### config.mk
export PLATFORM = sky130hd
export DESIGN_NAME = bbox_top
export DESIGN_NICKNAME = d
export VERILOG_FILES = /design/src/rast_fixed_pkg.sv /design/src/rast_prim_pkg.sv /design/src/bbox_top.sv /design/src/bbox_delay.sv /design/src/bbox_grid_clip.sv /design/src/bbox_extent.sv
export SDC_FILE = /design/constraint.sdc
export NUM_CORES = 1
export LEC_CHECK = 0
export ABC_CLOCK_PERIOD_IN_PS = 20800
export BUFFER_PORTS_ARGS = -buffer_cell sky130_fd_sc_hd__buf_2
export CORE_MARGIN = 4
export CORE_UTILIZATION = 55
export CTS_CLUSTER_SIZE = 10
export DETAILED_ROUTE_END_ITERATION = 8
export GPL_TIMING_DRIVEN = 0
export PLACE_DENSITY = 0.76
export SETUP_SLACK_MARGIN = 0.02
export SLEW_MARGIN = 25
export SYNTH_ARGS = -nofsm -noshare
export SYNTH_HDL_FRONTEND = slang
export SYNTH_SLANG_ARGS = --single-unit
### constraint.sdc
create_clock -name clk -period 20.8 [get_ports clk]
set_input_delay 2.08 -clock clk [delete_from_list [all_inputs] [get_ports clk]]
set_output_delay 2.08 -clock clk [all_outputs]
set_load 0.005 [all_outputs]
### src/rast_fixed_pkg.sv
package rast_fixed_pkg;

    // Signed fixed-point number format shared by every coordinate
    // in the raster front end

    // Total bits of one coordinate
    localparam int SIGFIG = 24;

    // Bits below the binary point
    localparam int RADIX = 10;

    // Upper SIGFIG-RADIX bits hold the integer part in two's complement
    // Lower RADIX bits hold the fraction of a pixel
    typedef logic signed [SIGFIG-1:0] coord_t;

    // Fraction field on its own
    // Used for sample grid masks and steps
    typedef logic [RADIX-1:0] frac_t;

    // A position on the screen plane
    // x is the horizontal axis and y the vertical one
    // 2 x 24 = 48 bits
    typedef struct packed {
        coord_t x;
        coord_t y;
    } point_t;

endpackage
### src/rast_prim_pkg.sv
package rast_prim_pkg;

    // Primitive shapes handled by the bounding box stage
    import rast_fixed_pkg::*;

    // Vertices per triangle
    localparam int VERTS = 3;

    // Triangle as a packed array of vertices
    // Index 0 is vertex a, index 2 is vertex c
    // 3 x 48 = 144 bits
    typedef point_t [VERTS-1:0] tri_t;

    // Axis-aligned box
    // ll is the lower left corner, ur the upper right one
    // 2 x 48 = 96 bits
    typedef struct packed {
        point_t ll;
        point_t ur;
    } box_t;

    // One-hot multisample code
    // 1000 one sample per pixel
    // 0100 half-pixel grid, four samples per pixel
    // 0010 quarter-pixel grid, sixteen samples per pixel
    // 0001 eighth-pixel grid, sixty-four samples per pixel
    typedef logic [3:0] subsample_t;

    // Everything that travels down the pipeline for one triangle
    // The box and triangle ride along even when valid is low
    // 144 + 96 + 1 = 241 bits
    typedef struct packed {
        tri_t tri_data;
        box_t box;
        logic valid;
    } bbox_item_t;

endpackage

### src/bbox_top.sv
`timescale 1ns/1ps

module bbox_top
    import rast_fixed_pkg::*;
    import rast_prim_pkg::*;
#(
    // Register stages between input and output
    parameter int PIPE_DEPTH = 3
)
(
    input  logic       clk,
    input  logic       reset,
    input  tri_t       tri_in,
    input  logic       tri_valid,
    input  point_t     screen,
    input  subsample_t subsample,
    input  logic       hold,
    output tri_t       tri_out,
    output box_t       box_out,
    output logic       box_valid
);

    // Raw per-axis extents of the incoming triangle
    box_t       raw_box;
    // Snapped and clipped item entering the pipeline
    bbox_item_t clip_item;
    // Item leaving the last stage
    bbox_item_t out_item;

    // Min and max per axis
    bbox_extent u_extent (
        .tri_in (tri_in),
        .box    (raw_box)
    );

    // Grid snap, screen clamp and reject
    bbox_grid_clip u_grid_clip (
        .tri_in    (tri_in),
        .tri_valid (tri_valid),
        .raw_box   (raw_box),
        .screen    (screen),
        .subsample (subsample),
        .item      (clip_item)
    );

    // Holdable register line
    bbox_delay #(
        .PIPE_DEPTH (PIPE_DEPTH)
    ) u_delay (
        .clk   (clk),
        .reset (reset),
        .hold  (hold),
        .d     (clip_item),
        .q     (out_item)
    );

    // Split the final item onto the output ports
    assign tri_out   = out_item.tri_data;
    assign box_out   = out_item.box;
    assign box_valid = out_item.valid;

endmodule

### src/bbox_delay.sv
`timescale 1ns/1ps

module bbox_delay
    import rast_prim_pkg::*;
#(
    // Number of register stages, at least one
    parameter int PIPE_DEPTH = 3
)
(
    input  logic       clk,
    input  logic       reset,
    input  logic       hold,
    input  bbox_item_t d,
    output bbox_item_t q
);

    // Register line, stage 0 takes the input
    bbox_item_t stage [PIPE_DEPTH];

    always_ff @(posedge clk) begin
        // All stages advance together, never collapsing bubbles
        if (!hold) begin
            stage[0] <= d;
            for (int i = 1; i < PIPE_DEPTH; i++) begin
                stage[i] <= stage[i-1];
            end
        end
        // Reset wins over hold and kills only the valid flags
        // Box and triangle fields are left as they are
        if (reset) begin
            for (int i = 0; i < PIPE_DEPTH; i++) begin
                stage[i].valid <= 1'b0;
            end
        end
    end

    // Last stage feeds the outputs
    assign q = stage[PIPE_DEPTH-1];

endmodule

### src/bbox_grid_clip.sv
`timescale 1ns/1ps

module bbox_grid_clip
    import rast_fixed_pkg::*;
    import rast_prim_pkg::*;
(
    input  tri_t       tri_in,
    input  logic       tri_valid,
    input  box_t       raw_box,
    input  point_t     screen,
    input  subsample_t subsample,
    output bbox_item_t item
);

    // Code bit on the fraction, one bit set, half the grid step
    frac_t step;
    // Fraction bits kept after flooring
    frac_t mask;
    // Corners floored to the sample grid
    box_t  snap_box;
    // Corners after clamping to the screen
    box_t  clip_box;
    // Box overlaps the screen at all
    logic  on_screen;

    // Floor one coordinate to the grid
    // Integer part passes and masked fraction bits are cleared
    // Two's complement makes this a true floor for negative values too
    function automatic coord_t floor_grid(coord_t c, frac_t m);
        coord_t r;
        r = c;
        r[RADIX-1:0] = c[RADIX-1:0] & m;
        return r;
    endfunction

    // Pull a coordinate left of or below the origin back to zero
    function automatic coord_t clamp_low(coord_t c);
        return (c < 0) ? '0 : c;
    endfunction

    // Pull a coordinate past the screen edge back to the edge
    function automatic coord_t clamp_high(coord_t c, coord_t lim);
        return (c > lim) ? lim : c;
    endfunction

    // Code bits land on fraction bits RADIX-1 down to RADIX-4
    assign step = {subsample, {(RADIX-4){1'b0}}};

    // Clear the code bit and every bit under it
    // 1000 gives a step of one pixel, 0001 an eighth of a pixel
    assign mask = ~(step | (step - frac_t'(1)));

    // Snap all four corner coordinates
    always_comb begin
        snap_box.ll.x = floor_grid(raw_box.ll.x, mask);
        snap_box.ll.y = floor_grid(raw_box.ll.y, mask);
        snap_box.ur.x = floor_grid(raw_box.ur.x, mask);
        snap_box.ur.y = floor_grid(raw_box.ur.y, mask);
    end

    // Clip to the visible screen
    always_comb begin
        // Lower left never goes below the origin
        clip_box.ll.x = clamp_low(snap_box.ll.x);
        clip_box.ll.y = clamp_low(snap_box.ll.y);
        // Upper right never goes past the screen size
        clip_box.ur.x = clamp_high(snap_box.ur.x, screen.x);
        clip_box.ur.y = clamp_high(snap_box.ur.y, screen.y);
    end

    // Reject boxes lying wholly off screen
    // A box right of or above the screen keeps ll past the edge
    // A box left of or below the screen keeps ur under zero
    assign on_screen = (clip_box.ll.x <= screen.x)
                    && (clip_box.ll.y <= screen.y)
                    && (clip_box.ur.x >= 0)
                    && (clip_box.ur.y >= 0);

    // Pack one pipeline item
    always_comb begin
        item.tri_data = tri_in;
        item.box      = clip_box;
        // Invalid input never turns valid here
        item.valid    = tri_valid && on_screen;
    end

endmodule

### src/bbox_extent.sv
`timescale 1ns/1ps

module bbox_extent
    import rast_fixed_pkg::*;
    import rast_prim_pkg::*;
(
    input  tri_t tri_in,
    output box_t box
);

    // One-hot vertex select, bit i picks vertex i
    typedef logic [VERTS-1:0] vsel_t;

    // Select of the smallest of three values
    // Ties go to the later vertex
    function automatic vsel_t min_sel(coord_t a, coord_t b, coord_t c);
        if (a < b) begin
            return (a < c) ? 3'b001 : 3'b100;
        end
        return (b < c) ? 3'b010 : 3'b100;
    endfunction

    // Select of the largest of three values
    // Ties go to the lower vertex index
    function automatic vsel_t max_sel(coord_t a, coord_t b, coord_t c);
        if (a >= b) begin
            return (a >= c) ? 3'b001 : 3'b100;
        end
        return (b >= c) ? 3'b010 : 3'b100;
    endfunction

    // Mux of one coordinate by a one-hot select
    function automatic coord_t pick(vsel_t sel, coord_t a, coord_t b, coord_t c);
        case (sel)
            3'b001:  return a;
            3'b010:  return b;
            3'b100:  return c;
            // Unreachable, selects are always one-hot
            default: return a;
        endcase
    endfunction

    // Per-corner selects
    vsel_t sel_ll_x;
    vsel_t sel_ll_y;
    vsel_t sel_ur_x;
    vsel_t sel_ur_y;

    always_comb begin
        // Lower left takes the minimum on each axis
        sel_ll_x = min_sel(tri_in[0].x, tri_in[1].x, tri_in[2].x);
        sel_ll_y = min_sel(tri_in[0].y, tri_in[1].y, tri_in[2].y);
        // Upper right takes the maximum on each axis
        sel_ur_x = max_sel(tri_in[0].x, tri_in[1].x, tri_in[2].x);
        sel_ur_y = max_sel(tri_in[0].y, tri_in[1].y, tri_in[2].y);
    end

    always_comb begin
        // Route the chosen vertex coordinate to each corner
        box.ll.x = pick(sel_ll_x, tri_in[0].x, tri_in[1].x, tri_in[2].x);
        box.ll.y = pick(sel_ll_y, tri_in[0].y, tri_in[1].y, tri_in[2].y);
        box.ur.x = pick(sel_ur_x, tri_in[0].x, tri_in[1].x, tri_in[2].x);
        box.ur.y = pick(sel_ur_y, tri_in[0].y, tri_in[1].y, tri_in[2].y);
    end

endmodule

==> impl_metrics.csv <==
group,metric,value,unit
cts,ctsRootBufferMaster,"clkbuf_16",
run_status,status,"finished clean",
synthesis,synth_area_per_cell,15.30,um^2
final_layout,syn2layout_area_growth,18.34,%
placed_design,gp_congestion,0.9424,
final_layout,largest_reg_flops,675,
synthesis,muxShareOfSynthArea,0.01342,
synthesis,syn_inst,1889,
sta,slew_viol_final,0,
synthesis,synth-adder-area-share,0.09094,
final_layout,nets,2824,
cts,cts_sinks,675,
synthesis,synth_ff_type,"edfxtp_1",
floorplanning,core,51610,um^2
sta,period_share,0.3865,
floorplanning,start_util,0.5598,
sta,tns,0,ns
synthesis,synth-seq-cells,675,
final_layout,nFillCells,3583,
power,p_leak,14.28,nW
grt,grt.overflow.total,0,
setup_path,end_kind,"flop",
detailed_routing,via_count,17274,
floorplanning,io_pins,441,
setup_path,crit_slowest_cell,"o2111ai_1",
cts,path_clk_slew,0.05,ns
final_layout,largest_register,"u_delay.stage",
grt,grt_max_degree,111,
detailed_routing,drc,0,
setup_path,path_cells,"buf_2 -> inv_1 -> ha_1 -> nand4_1 -> nor4_1 -> a21oi_1 -> o2111ai_1 -> and2_0 -> clkbuf_1 -> buf_2 -> a21oi_1 -> ha_1 -> a21o_1 -> a211oi_1 -> nor2_1 -> nor3_1 -> o21ai_0 -> a211o_1 -> nand3_1 -> clkbuf_1 -> mux2_2",
setup_path,critPathArrivalTime,8.38,ns
min_path,min_path_type,"reg2reg",
floorplanning,fp.dieH,237.2,um
synthesis,seq_area_frac_synth,0.7005,
synthesis,synth_cell_type_count,59,
setup_path,required,21.14,ns
final_layout,post_route_cells_drive_above_1_share,0.3287,
setup_path,timing.rr.start,"u_delay.stage[0][112]",
synthesis,yosys_warnings,0,
grt,grt_pass1_vias,17032,
detailed_routing,drt_iter0_drc,1499,
floorplanning,num_rows,83,
final_layout,reg_top3,"u_delay.stage (675)",
power,ir_drop,0.1001,mV
power,power_density,98.18,nW/um^2
sta,skew,0.01826,ns
setup_path,critPathKind,"in2reg",
sta,fmax,124.4,MHz
cts,post-cts-setup-buffers,0,
floorplanning,fp.dieArea,56270,um^2
final_layout,post-route-util,0.6625,
grt,grt_pass1_wl,99840,um
synthesis,yosys.area_share.simple,0.04997,
cts,htreeDepth,3,
synthesis,synth-xor-area-share,0.001212,
detailed_routing,via_per_inst,5.528,
setup_path,cp_num_buf_inv,5,
sta,setup_viol,0,
synthesis,synthArstFlopShare,0,
cts,cts_made_buffers,78,
sta,slew_headroom,0.3198,
setup_path,cpLargestDelayFamily,"compound AO/OA/AOI/OAI gates",
synthesis,synth_edf_count,672,
setup_path,startpoint,"tri_in[119]",
grt,antenna_found_initial,14,
sta,worst_slew_pin_slew,1.019,ns
cts,ctsLongestPathBuffers,3,
detailed_routing,wirelength,67220,um
detailed_routing,drtAntennaViolNets,0,
grt,track_usage,0.2331,
sta,rsz0062_at_grt,"false",
sta,hold_viol,0,
min_path,hold_start,"u_delay.stage[0][275]",
cts,post_cts_resized,0,
placed_design,dp.final_hpwl,50280,um
synthesis,synth_top_family_by_area,"adder cells",
placed_design,portBuffers,424,
cts,cts_hold_buffers,0,
setup_path,start_kind,"input port",
synthesis,syn-cell-area,28890,um^2
job,drv_cap,0,
setup_path,critical_path.max_stage_delay,0.86,ns
cts,clk_latency,0.60,ns
setup_path,critPathMaxFanout,10,
floorplanning,die-width,237.2,um
detailed_routing,wire_per_inst,21.51,um
sta,fin_crit,8.039,ns
detailed_routing,dr.pass1.iters,5,
synthesis,synth_compound_area_frac,0.05816,
cts,tritoncts,"yes",
[cell usage after synthesis, drive strengths merged, types with 6 or more instances]
| cell type | n | share of area |
|---|---|---|
| edfxtp | 672 | 0.70 |
| buf | 248 | 0.064 |
| ha | 210 | 0.091 |
| inv | 150 | 0.019 |
| a21oi | 97 | 0.017 |
| nor2 | 76 | 0.0099 |
| nand2 | 49 | 0.0064 |
| nand4 | 49 | 0.011 |
| o22ai | 40 | 0.0087 |
| nor3 | 39 | 0.0068 |
| mux2 | 30 | 0.012 |
| o21ai | 26 | 0.0045 |
| nand3 | 23 | 0.0040 |
| a21o | 21 | 0.0055 |
| a221oi | 16 | 0.0048 |
| clkbuf | 16 | 0.0021 |
| and3 | 11 | 0.0024 |
| o221ai | 10 | 0.0030 |
| nor2b | 9 | 0.0019 |
| nor4 | 9 | 0.0019 |
| a211o | 8 | 0.0024 |
| and2 | 8 | 0.0017 |
| nand2b | 8 | 0.0017 |
| o211ai | 7 | 0.0018 |
| a211oi | 6 | 0.0017 |
[power by group]
part / leakage, nW / switching (mW) / internal (mW) / total, mW
Clock: 1.01 / 0.480 / 0.672 / 1.15
Sequential: 6.59 / 0.0349 / 1.67 / 1.71
Combinational: 6.68 / 0.288 / 0.207 / 0.496
Total: 14.3 / 0.803 / 2.55 / 3.36
[area by class of cell]
class | instances | area, um^2 | share of cell area
clock buffers | 91 | 2001 | 0.05851
well taps | 680 | 850.8 | 0.02488
plain buffers | 264 | 1913 | 0.05595
clock inverters | 9 | 70.07 | 0.002049
diodes | 11 | 27.53 | 0.0008050
multi-input cells | 815 | 6235 | 0.1823
inverters | 150 | 570.5 | 0.01669
flip-flops and latches | 675 | 20240 | 0.5919
repair buffers | 430 | 2287 | 0.06689
[cells in the final DEF (no fill, tap or decap), types with 9 or more instances in the layout]
| cell type | instances |
|---|---|
| inv_1 | 149 |
| nor3_1 | 39 |
| mux2_2 | 30 |
| ha_1 | 210 |
| nor2b_1 | 9 |
| a221oi_1 | 16 |
| nand4_1 | 49 |
| clkbuf_16 | 78 |
| clkbuf_1 | 29 |
| a21o_1 | 21 |
| and3_1 | 11 |
| nand3_1 | 23 |
| buf_2 | 429 |
| nor4_1 | 9 |
| buf_4 | 240 |
| nor2_1 | 76 |
| a21oi_1 | 97 |
| o221ai_1 | 10 |
| diode_2 | 11 |
| o21ai_0 | 26 |
| edfxtp_1 | 672 |
| o22ai_1 | 40 |
| conb_1 | 16 |
| nand2_1 | 49 |
[final timing paths]
kind,endpoint,slack [ns],depth (start not counted)
max,u_delay.stage[0][20],12.76,21
min,u_delay.stage[0][516],0.41,0
max reg2reg,u_delay.stage[0][353],20.11,0
min reg2reg,u_delay.stage[0][516],0.41,0
[per-layer routing]
layer  up-vias  wire length, um  track usage
met1      8373            26790       0.3161
li1       7907                -            -
met4         8             1842      0.07909
met5         -               43            0
met2       860            32950       0.3844
met3       126             5591      0.04420
[metrics by stage]
stage	cells	hold WS (ns)	setup WS, ns	instance area, um^2	power [mW]
3_5_place_dp	3014	0.4045	12.27	32100	2.224
4_1_cts	3114	0.4073	12.86	34170	3.379
6_report	3125	0.4107	12.76	34190	3.357
5_1_grt	3124	0.4128	12.36	34190	3.504
3_3_place_gp	3008	0.4008	0.4871	31920	2.248
2_1_floorplan	1904	0.4003	4.773	28950	2.060
[kinds of logic after synthesis]
family | after synthesis
flip-flops | 675
buffers and inverters | 414
AND/OR/NAND/NOR | 291
AO/OA/AOI/OAI | 259
adder cells (fa/ha/maj) | 210
multiplexers | 35
XOR/XNOR | 4
other | 1
(Power assumes the default switching activity.)
